[config.mk]
export PLATFORM = sky130hd
export DESIGN_NAME = rv_wb_slave
export DESIGN_NICKNAME = d
export VERILOG_FILES = /design/src/rv_exec_pkg.sv /design/src/rv_wb_slave.sv
export SDC_FILE = /design/constraint.sdc
export NUM_CORES = 1
export LEC_CHECK = 0
export BUFFER_PORTS_ARGS = -buffer_cell sky130_fd_sc_hd__buf_2
export CAP_MARGIN = 15
export CORE_AREA = 4 4 116 118
export DETAILED_ROUTE_END_ITERATION = 7
export DIE_AREA = 0 0 120 122
export PLACE_DENSITY = 0.68
export REMOVE_ABC_BUFFERS = 1
export SLEW_MARGIN = 20
export SYNTH_ARGS = -nofsm -noshare
export SYNTH_HDL_FRONTEND = slang
export SYNTH_SLANG_ARGS = --single-unit
[constraint.sdc]
create_clock -name clk -period 2.6 [get_ports clk]
set_input_delay 0.26 -clock clk [delete_from_list [all_inputs] [get_ports clk]]
set_output_delay 0.26 -clock clk [all_outputs]
set_load 0.01 [all_outputs]
[src/rv_exec_pkg.sv]
// Shared RV64 widths, opcode encodings, decode structs and FSM states, imported by the design.
`default_nettype none

package rv_exec_pkg;

    // Architectural data width.
    typedef logic [63:0] xlen_t;

    // Raw instruction word.
    typedef logic [31:0] instr_t;

    // Register index, x0 to x31.
    typedef logic [4:0] reg_idx_t;

    // Major opcode field, instr[6:0].
    typedef logic [6:0] opcode_t;

    // Function select, instr[14:12].
    typedef logic [2:0] funct3_t;

    // Register-immediate ALU ops.
    localparam opcode_t OP_ALRI = 7'b0010011;
    // Register-register ALU ops.
    localparam opcode_t OP_ALRR = 7'b0110011;
    // Word-sized register-immediate ops.
    localparam opcode_t OP_ALRIW = 7'b0011011;
    // Word-sized register-register ops.
    localparam opcode_t OP_ALRRW = 7'b0111011;
    // Load upper immediate.
    localparam opcode_t OP_LUI = 7'b0110111;

    // Controls handed to the ALU.
    // Mod picks SUB in OP forms and SRA in all shifts.
    typedef struct packed {
        opcode_t opcode;
        funct3_t op;
        logic    mod;
    } alu_ctrl_t;

    // Fully decoded instruction.
    typedef struct packed {
        reg_idx_t  rd;
        reg_idx_t  rs1;
        reg_idx_t  rs2;
        // Already sign-extended, shifted for LUI.
        xlen_t     imm;
        // Operand b from imm instead of rs2.
        logic      use_imm;
        alu_ctrl_t ctrl;
        // Supported opcode with rd other than x0.
        logic      wr_en;
    } dec_instr_t;

    // Execute sequencer states.
    typedef enum logic [1:0] {
        IDLE,
        OPERANDS,
        RESULT,
        DONE
    } exec_state_t;

endpackage

`default_nettype wire

[src/rv_wb_slave.sv]
// Wishbone classic slave that maps register accesses and instruction writes onto the execute engine.
`timescale 1ns/1ns
`default_nettype none

module rv_wb_slave import rv_exec_pkg::*; #(
    parameter int ADR_W     = 6,
    parameter int INSTR_ADR = 32
) (
    input  logic             clk,
    input  logic             arst_n,
    input  logic             cyc,
    input  logic             stb,
    input  logic             we,
    input  logic [ADR_W-1:0] adr,
    input  xlen_t            dat_w,
    output xlen_t            dat_r,
    output logic             ack,
    output logic             host_we,
    output reg_idx_t         host_idx,
    output xlen_t            host_wdata,
    input  xlen_t            host_rdata,
    output logic             start,
    output instr_t           instr,
    input  logic             done
);

    // Execution in flight.
    logic busy;
    // New transfer, not the tail of an acked one.
    logic req;
    logic is_reg;
    logic is_instr;

    assign req      = cyc && stb && !ack && !busy;
    assign is_reg   = (adr < ADR_W'(32));
    assign is_instr = (adr == ADR_W'(INSTR_ADR));

    // Register port straight from the bus.
    assign host_we    = req && we && is_reg;
    assign host_idx   = adr[4:0];
    assign host_wdata = dat_w;

    // Instruction launch, low word only.
    assign start = req && we && is_instr;
    assign instr = dat_w[31:0];

    always_ff @(posedge clk or negedge arst_n) begin
        if (!arst_n) begin
            busy  <= 1'b0;
            ack   <= 1'b0;
            dat_r <= '0;
        end else begin
            ack <= 1'b0;
            if (start) begin
                busy <= 1'b1;
            end else if (req) begin
                // Single-cycle ack, unmapped reads as zero.
                ack   <= 1'b1;
                dat_r <= is_reg ? host_rdata : '0;
            end else if (busy && done) begin
                // Ack the instruction write after writeback.
                busy  <= 1'b0;
                ack   <= 1'b1;
                dat_r <= '0;
            end
        end
    end

endmodule

`default_nettype wire

==> flow_metrics.env, run 1 <==
export IMPL_finalSetupTns_ns=0
export IMPL_dieArea_um2=14600
export IMPL_setup_viol=0
export IMPL_avgSynthCellArea_um2=10.4
export IMPL_antenna_left=0
export IMPL_antenna_found_initial=0
export IMPL_arrival_ns=1.80
export IMPL_gp_congestion=0.799
export IMPL_ff2ff_setup_slack_ns=0.71
export IMPL_synth_compound_area_share_pct=23.2
export IMPL_overflow=0
export IMPL_start_util_pct=32.8
export IMPL_crit_fanout=49
export IMPL_via_count=2805
export IMPL_final_nets=572
export IMPL_synth_top_family_by_area="buffers and inverters"
export IMPL_crit_buf_inv=1
export IMPL_synth_cells=393
export IMPL_die_h_um=122
export IMPL_crit_path_top_delay_cell="or2_4"
export IMPL_final_setup_skew_ns=0.00377
export IMPL_diodes=0
export IMPL_grt_pass1_wl_mm=23.6
export IMPL_cp_data_required_time_ns=2.34
export IMPL_tritoncts="yes"
export IMPL_place_area_um2=4190
export IMPL_layout_drive_gt1_share_pct=50.0
export IMPL_final_cell_mix="buf_2, inv_1, dfrtp_1, o32ai_2, o32ai_1"
export IMPL_ff2ff_path_depth=4
export IMPL_final_cells=608
export IMPL_clk_latency_ns=0.33
export IMPL_root_buffer="clkbuf_16"
export IMPL_startpoint_type="register"
export IMPL_die_w_um=120
export IMPL_drc=0
export IMPL_crit_cells=4
export IMPL_yosysSeqAreaShare_pct=40.4
export IMPL_syn2layout_area_growth_pct=9.11
export IMPL_post_cts_resized=0
export IMPL_rows=41
export IMPL_synth_xor_area_share_pct=0
export IMPL_power_per_cell_area_nw_per_um2=681
export IMPL_synthDistinctLibCells=17
export IMPL_cts_setup_buffers=0
export IMPL_layout_commonest_cell="buf_2"
export IMPL_fp_coreArea_um2=12500
export IMPL_relSlewSlack_pct=40.8
export IMPL_n_fill_cell=1258
export IMPL_hold_viol_final=0
export IMPL_grt_max_degree=67
export IMPL_clkSinkCount=66
export IMPL_io_pins=308
export IMPL_muxShareOfSynthArea_pct=0
export IMPL_yosys_warnings=0
export IMPL_rsz0062_at_grt="no"
export IMPL_dp_hpwl_mm=14.9
export IMPL_period_share_pct=79.1
export IMPL_io_buffers=147
export IMPL_max_cap_violations=0
export IMPL_p_leak_nw=2.44
export IMPL_drv_slew=0
export IMPL_synth_seq_cells=66
export IMPL_worst_path_dominant_cell_family="simple AND/OR/NAND/NOR gates"
export IMPL_drt_wl_total_mm=17.6
export IMPL_period_needed_ns=2.06
export IMPL_drt_pre_antenna_iters=4
export IMPL_hold_class="primary input to asynchronous set/reset pin"
export IMPL_worst_pin_slew_ns=0.888
export IMPL_wire_per_inst_um=28.9
export IMPL_cts_hold_buf=0
export IMPL_crit_path_cell_trace="nand4bb_4 -> or2_4 -> nor2_1 -> buf_2"
export IMPL_fin_area_um2=4460
export IMPL_grt_usage_pct=23.9
export IMPL_dp_cells=593
export IMPL_netlist_area_um2=4090
export IMPL_cts_buffer_depth=2
export IMPL_vdd_drop_max_mv=0.362
export IMPL_grt_pass1_vias=2923
export IMPL_h_tree_depth=3
export IMPL_fmaxAchievable_ghz=0.486
export IMPL_cp_end_kind="output pin"
export IMPL_synth_fa_ha_area_share_pct=0
export IMPL_status="finished clean"
export IMPL_clk_pin_slew_ns=0.05
export IMPL_slowest_delay_ns=0.49
export IMPL_viasPerCell=4.61
export IMPL_synth_simple_gate_area_share_pct=2.14
export IMPL_timing_worst_setup_path_type="register to output pin"
export IMPL_cts_buffers=9
export IMPL_drtIter0Drc=128
-- worst paths after layout --
check	startpoint	endpoint
max	ack	host_we
min	arst_n	dat_r[17]
max reg2reg	busy	dat_r[58]
min reg2reg	dat_r[31]	dat_r[31]
max in group asynchronous	arst_n	dat_r[11]
min in group clk	done	busy
-- worst reg2reg max path, delay by kind of cell, from the launching register on --
kind                   cells  cell delay [ns]
AOI/OAI and AO/OA          1             0.14
DFF                        1             0.37
and+or+nand+nor            2             0.81
buffers and inverters      1             0.43
-- layer usage --
metal	global-route usage (%)	vias to the layer above	part of all wire, %
met5	7.64	-	0.79
met4	7.73	6	2.3
met3	29.2	27	26
met2	39.0	281	48
met1	16.1	1275	24
li1	-	1216	-
-- registers in the layout, indices dropped and copies added, names as in the netlist --
| register | flops |
|---|---|
| ack | 1 |
| dat_r | 64 |
| busy | 1 |
-- where the power goes --
part	switching [W]	total, W	internal (W)
Combinational	0.000336	0.000669	0.000333
Sequential	0.0000751	0.00125	0.00117
Clock	0.000432	0.00112	0.000691
-- per-stage QoR --
stage | hold WS, ns | total power (W) | setup WS (ns) | utilization, %
floorplan | -0.0356 | 0.00164 | -0.581 | -
global placement | 0.421 | 0.00192 | 0.738 | 33.6
detailed placement | 0.439 | 0.00194 | 0.671 | 33.6
CTS | 0.0803 | 0.00309 | 0.487 | 35.8
global route | 0.129 | 0.00320 | 0.419 | 35.8
finish | 0.0615 | 0.00304 | 0.543 | 35.8
-- layout make-up --
type                       count  area, µm²  share of cell area, %
clock buffer                  13        260                   5.83
clock inverter                 2       12.5                  0.280
inverter                     130        488                   10.9
multi-input combinational     75       1050                   23.5
sequential                    66       1650                   37.0
tap                          172        215                   4.82
timing repair buffer         150        786                   17.6
-- Yosys cell counts, drive strengths merged --
| cell type | number | area (µm²) |
|---|---|---|
| a21oi | 1 | 8.76 |
| and2 | 1 | 6.26 |
| and3b | 1 | 8.76 |
| buf | 119 | 902 |
| clkbuf | 3 | 11.3 |
| dfrtp | 66 | 1650 |
| inv | 130 | 488 |
| nand2 | 1 | 3.75 |
| nand4bb | 1 | 27.5 |
| nor2 | 2 | 7.51 |
| nor4 | 1 | 21.3 |
| o22ai | 1 | 6.26 |
| o32ai | 64 | 936 |
| or2 | 2 | 12.5 |
-- cell families after synthesis --
kind of cell,Yosys count
buffers and inverters,252
flip-flops,66
AO/OA/AOI/OAI,66
AND/OR/NAND/NOR,9
No activity file was read; power rests on OpenSTA's default activity.
==> run 2, diff against run 1 <==
==> constraint.sdc (replaced) <==
create_clock -name clk -period 2.1 [get_ports clk]
set_input_delay 0.21 -clock clk [delete_from_list [all_inputs] [get_ports clk]]
set_output_delay 0.21 -clock clk [all_outputs]
set_load 0.01 [all_outputs]
==> flow_metrics.env, run 2 (same netlist as run 1, synthesis figures left out) <==
export IMPL_status="finished clean"
export IMPL_place_area_um2=4200
export IMPL_period_share_pct=91.0
export IMPL_setup_viol=0
export IMPL_layout_commonest_cell="buf_2"
export IMPL_p_leak_nw=2.46
export IMPL_gp_congestion=0.778
export IMPL_relSlewSlack_pct=41.5
export IMPL_drc=0
export IMPL_cts_buffer_depth=2
export IMPL_post_cts_resized=0
export IMPL_vdd_drop_max_mv=0.351
export IMPL_grt_max_degree=67
export IMPL_via_count=2813
export IMPL_drt_wl_total_mm=17.7
export IMPL_grt_usage_pct=23.8
export IMPL_viasPerCell=4.63
export IMPL_grt_pass1_wl_mm=23.3
export IMPL_cp_data_required_time_ns=1.89
export IMPL_io_pins=308
export IMPL_h_tree_depth=3
export IMPL_dp_hpwl_mm=14.9
export IMPL_cts_buffers=9
export IMPL_io_buffers=147
export IMPL_wire_per_inst_um=29.1
export IMPL_clk_pin_slew_ns=0.05
export IMPL_hold_viol_final=0
export IMPL_fin_area_um2=4490
export IMPL_fmaxAchievable_ghz=0.523
export IMPL_die_h_um=122
export IMPL_cp_end_kind="output pin"
export IMPL_period_needed_ns=1.91
export IMPL_root_buffer="clkbuf_16"
export IMPL_crit_fanout=30
export IMPL_antenna_left=0
export IMPL_hold_class="primary input to asynchronous set/reset pin"
export IMPL_timing_worst_setup_path_type="register to output pin"
export IMPL_largest_reg_flops=64
export IMPL_diodes=0
export IMPL_worst_pin_slew_ns=0.878
export IMPL_final_core_util_pct=36.1
export IMPL_cts_setup_buffers=0
export IMPL_die_w_um=120
export IMPL_reg_top3="dat_r: 64 flops, ack: 1 flops, busy: 1 flops"
export IMPL_clkSinkCount=66
export IMPL_start_util_pct=32.8
export IMPL_layout_drive_gt1_share_pct=50.5
export IMPL_max_cap_violations=0
export IMPL_fin_total_pwr_w=0.00381
export IMPL_drv_slew=0
export IMPL_cts_hold_buf=0
export IMPL_final_cells=608
export IMPL_startpoint_type="register"
export IMPL_antenna_found_initial=1
export IMPL_overflow=0
export IMPL_ff2ff_path_depth=4
export IMPL_grt_pass1_vias=2844
export IMPL_dp_cells=593
export IMPL_syn2layout_area_growth_pct=9.85
export IMPL_power_per_cell_area_nw_per_um2=849
export IMPL_arrival_ns=1.70
export IMPL_drtIter0Drc=91
export IMPL_final_setup_skew_ns=0.00740
export IMPL_final_nets=572
export IMPL_drt_pre_antenna_iters=4
export IMPL_tritoncts="yes"
export IMPL_dieArea_um2=14600
export IMPL_top_register="dat_r"
export IMPL_rows=41
export IMPL_rsz0062_at_grt="no"
export IMPL_clk_latency_ns=0.33
export IMPL_final_cell_mix="buf_2, inv_1, dfrtp_1, o32ai_2, o32ai_1"
export IMPL_fp_coreArea_um2=12500
run 2: metrics by stage:
step / setup TNS, ns / hold slack [ns] / setup slack, ns
after floorplan: -69.41 / -0.0856 / -1.08
after global placement: 0 / 0.378 / 0.526
after detailed placement: 0 / 0.386 / 0.469
after CTS: 0 / 0.0205 / 0.159
after global routing: 0 / 0.0709 / 0.0585
final: 0 / 0.00691 / 0.189
run 2: critical path, cell delays in order (launching register included):
cell and delay (ns):
dfrtp_1 0.37, nand4bb_4 0.26, or2_4 0.44, nor2_1 0.15, buf_2 0.15
run 2: worst paths after layout:
kind,from,to,slack [ns]
setup reg to reg,ack,dat_r[25],0.45
max in group asynchronous,arst_n,dat_r[47],1.53
hold / removal,arst_n,dat_r[33],0.007
setup / recovery,ack,host_we,0.19
hold reg to reg,dat_r[32],dat_r[32],0.54
min in group clk,done,busy,0.09
run 2: layer usage:
metal / wire (µm) / track usage (%)
met3: 4260 / 27.4
met5: 73 / 3.82
met4: 441 / 7.80
met2: 8460 / 38.3
met1: 4480 / 17.5
run 2: final cells by class:
class | count | area (µm²)
inverters | 130 | 488
multi-input cells | 75 | 1050
fillers | 1278 | 7970
well taps | 172 | 215
repair buffers | 150 | 798
clock buffers | 13 | 280
flip-flops and latches | 66 | 1650
clock inverters | 2 | 10.0
run 2: where the power goes:
group / total [W] / leakage [nW] / internal (W) / switching (W)
Combinational: 0.000834 / 1.46 / 0.000414 / 0.000419
Sequential: 0.00154 / 0.861 / 0.00145 / 0.0000938
Clock: 0.00144 / 0.147 / 0.000916 / 0.000520
==> run 3, diff against run 2 <==
--- a/config.mk
+++ b/config.mk
@@ -7,10 +7,11 @@
 export LEC_CHECK = 0
 export BUFFER_PORTS_ARGS = -buffer_cell sky130_fd_sc_hd__buf_2
 export CAP_MARGIN = 15
-export CORE_AREA = 4 4 116 118
+export CORE_AREA = 4 4 117 119
 export DETAILED_ROUTE_END_ITERATION = 7
-export DIE_AREA = 0 0 120 122
-export PLACE_DENSITY = 0.68
+export DIE_AREA = 0 0 121 123
+export GPL_ROUTABILITY_DRIVEN = 0
+export PLACE_DENSITY = 0.67
 export REMOVE_ABC_BUFFERS = 1
 export SLEW_MARGIN = 20
 export SYNTH_ARGS = -nofsm -noshare
==> constraint.sdc (replaced) <==
create_clock -name clk -period 2.4 [get_ports clk]
set_input_delay 0.24 -clock clk [delete_from_list [all_inputs] [get_ports clk]]
set_output_delay 0.24 -clock clk [all_outputs]
set_load 0.01 [all_outputs]
==> flow_metrics.env, run 3 (same netlist as run 1, synthesis figures left out) <==
export IMPL_clkSinkCount=66
export IMPL_layout_commonest_cell="buf_2"
export IMPL_wire_per_inst_um=30.1
export IMPL_top_register="dat_r"
export IMPL_worst_path_dominant_cell_family="simple AND/OR/NAND/NOR gates"
export IMPL_final_setup_skew_ns=0.00643
export IMPL_place_area_um2=4210
export IMPL_worst_pin_slew_ns=0.865
export IMPL_fin_hold_ws_ns=0.0245
export IMPL_tritoncts="yes"
export IMPL_largest_reg_flops=64
export IMPL_drc=0
export IMPL_layout_drive_gt1_share_pct=50.2
export IMPL_crit_path_cell_trace="nand4bb_4 -> or2_4 -> nor2_1 -> buf_2"
export IMPL_cp_data_required_time_ns=2.16
export IMPL_final_nets=574
export IMPL_p_switching_w=0.000920
export IMPL_dieArea_um2=14900
export IMPL_dp_hpwl_mm=15.6
export IMPL_h_tree_depth=3
export IMPL_crit_fanout=30
export IMPL_drtIter0Drc=117
export IMPL_grt_usage_pct=24.2
export IMPL_die_w_um=121
export IMPL_antenna_left=0
export IMPL_fin_area_um2=4480
export IMPL_ff2ff_setup_slack_ns=0.74
export IMPL_cts_buffers=9
export IMPL_relSlewSlack_pct=42.4
export IMPL_start_util_pct=32.6
export IMPL_via_count=2799
export IMPL_swShare_pct=27.9
export IMPL_r2r_start="ack"
export IMPL_grt_max_degree=67
export IMPL_power_per_cell_area_nw_per_um2=737
export IMPL_pwr_share_comb_pct=22.1
export IMPL_arrival_ns=1.71
export IMPL_startpoint_type="register"
export IMPL_clk_latency_ns=0.34
export IMPL_timing_worst_setup_path_type="register to output pin"
export IMPL_rows=41
export IMPL_final_core_util_pct=35.6
export IMPL_grt_pass1_wl_mm=23.7
export IMPL_finalSetupTns_ns=0
export IMPL_cts_setup_buffers=0
export IMPL_crit_buf_inv=1
export IMPL_vdd_drop_max_mv=0.250
export IMPL_cts_hold_buf=0
export IMPL_status="finished clean"
export IMPL_hold_class="primary input to asynchronous set/reset pin"
export IMPL_max_cap_violations=0
export IMPL_fp_coreArea_um2=12600
export IMPL_hold_viol_final=0
export IMPL_dp_cells=595
export IMPL_grt_pass1_vias=2773
export IMPL_final_cells=610
export IMPL_viasPerCell=4.59
export IMPL_clk_pin_slew_ns=0.06
export IMPL_share_seq_of_total_power_pct=40.9
export IMPL_overflow=0
export IMPL_drt_pre_antenna_iters=4
export IMPL_p_int_w=0.00238
export IMPL_cp_end_kind="output pin"
export IMPL_root_buffer="clkbuf_16"
export IMPL_fmaxAchievable_ghz=0.514
export IMPL_final_cell_mix="buf_2, inv_1, dfrtp_1, o32ai_2, o32ai_1"
export IMPL_drv_slew=0
export IMPL_reg_top3="dat_r: 64 flops, ack: 1 flops, busy: 1 flops"
export IMPL_diodes=0
export IMPL_period_share_pct=81.1
export IMPL_clockPowerShare_pct=37.0
export IMPL_die_h_um=123
export IMPL_io_buffers=147
export IMPL_setup_viol=0
export IMPL_antenna_found_initial=0
export IMPL_drt_wl_total_mm=18.4
export IMPL_cts_buffer_depth=2
export IMPL_p_leak_nw=2.46
export IMPL_syn2layout_area_growth_pct=9.48
export IMPL_io_pins=308
export IMPL_post_cts_resized=0
export IMPL_slowest_delay_ns=0.44
export IMPL_crit_start="ack"
export IMPL_crit_path_top_delay_cell="or2_4"
export IMPL_rsz0062_at_grt="no"
export IMPL_period_needed_ns=1.95
[run 3: changes by cell type in the layout (fill, tap and decap cells not counted)]
cell        change
buf_12          -1
clkbuf_1        +2
clkinvlp_4      +1
clkbuf_8        -2
clkinv_2        -1
buf_4           +3
[run 3: metal layers]
metal / track usage [%] / vias up / part of all wire [%]
met5: 5.21 / - / 0.29
met3: 26.3 / 41 / 24
li1: - / 1222 / -
met1: 17.7 / 1260 / 24
met4: 11.3 / 2 / 4.8
met2: 38.6 / 274 / 48
[run 3: metrics by stage]
| stage | total power [W] | worst slack [ns] |
|---|---|---|
| after global routing | 0.00349 | 0.391 |
| after floorplan | 0.00178 | -0.781 |
| after detailed placement | 0.00211 | 0.744 |
| after CTS | 0.00335 | 0.421 |
| after global placement | 0.00208 | 0.804 |
| final | 0.00330 | 0.453 |
[run 3: area by class of cell]
class                           count  area [µm²]
Sequential cell                    66        1650
Clock inverter                      2        12.5
Tap cell                          172         215
Clock buffer                       13         260
Inverter                          130         488
Timing Repair Buffer              152         801
Multi-Input combinational cell     75        1050
Fill cell                        1292        8090
[run 3: worst reg2reg max path: cells and delay by family (launching register included)]
kind                   cells  cell delay [ns]
and+or+nand+nor            2             0.71
DFF                        1             0.38
buffers and inverters      1             0.29
AOI/OAI and AO/OA          1             0.19
[run 3: final timing paths]
path / end / cells past startpoint
max reg2reg: dat_r[62] / 4
max: host_we / 4
max in group asynchronous: dat_r[37] / 1
min in group clk: busy / 2
min: dat_r[5] / 1
min reg2reg: dat_r[32] / 2
[run 3: power by group through the flow]
stage | logic (W) | clock network (W) | registers (W)
detailed placement | 0.000740 | 0 | 0.00137
finish | 0.000730 | 0.00122 | 0.00135
global route | 0.000796 | 0.00133 | 0.00137
CTS | 0.000742 | 0.00126 | 0.00135
floorplan | 0.000339 | 0 | 0.00144
global placement | 0.000723 | 0 | 0.00136
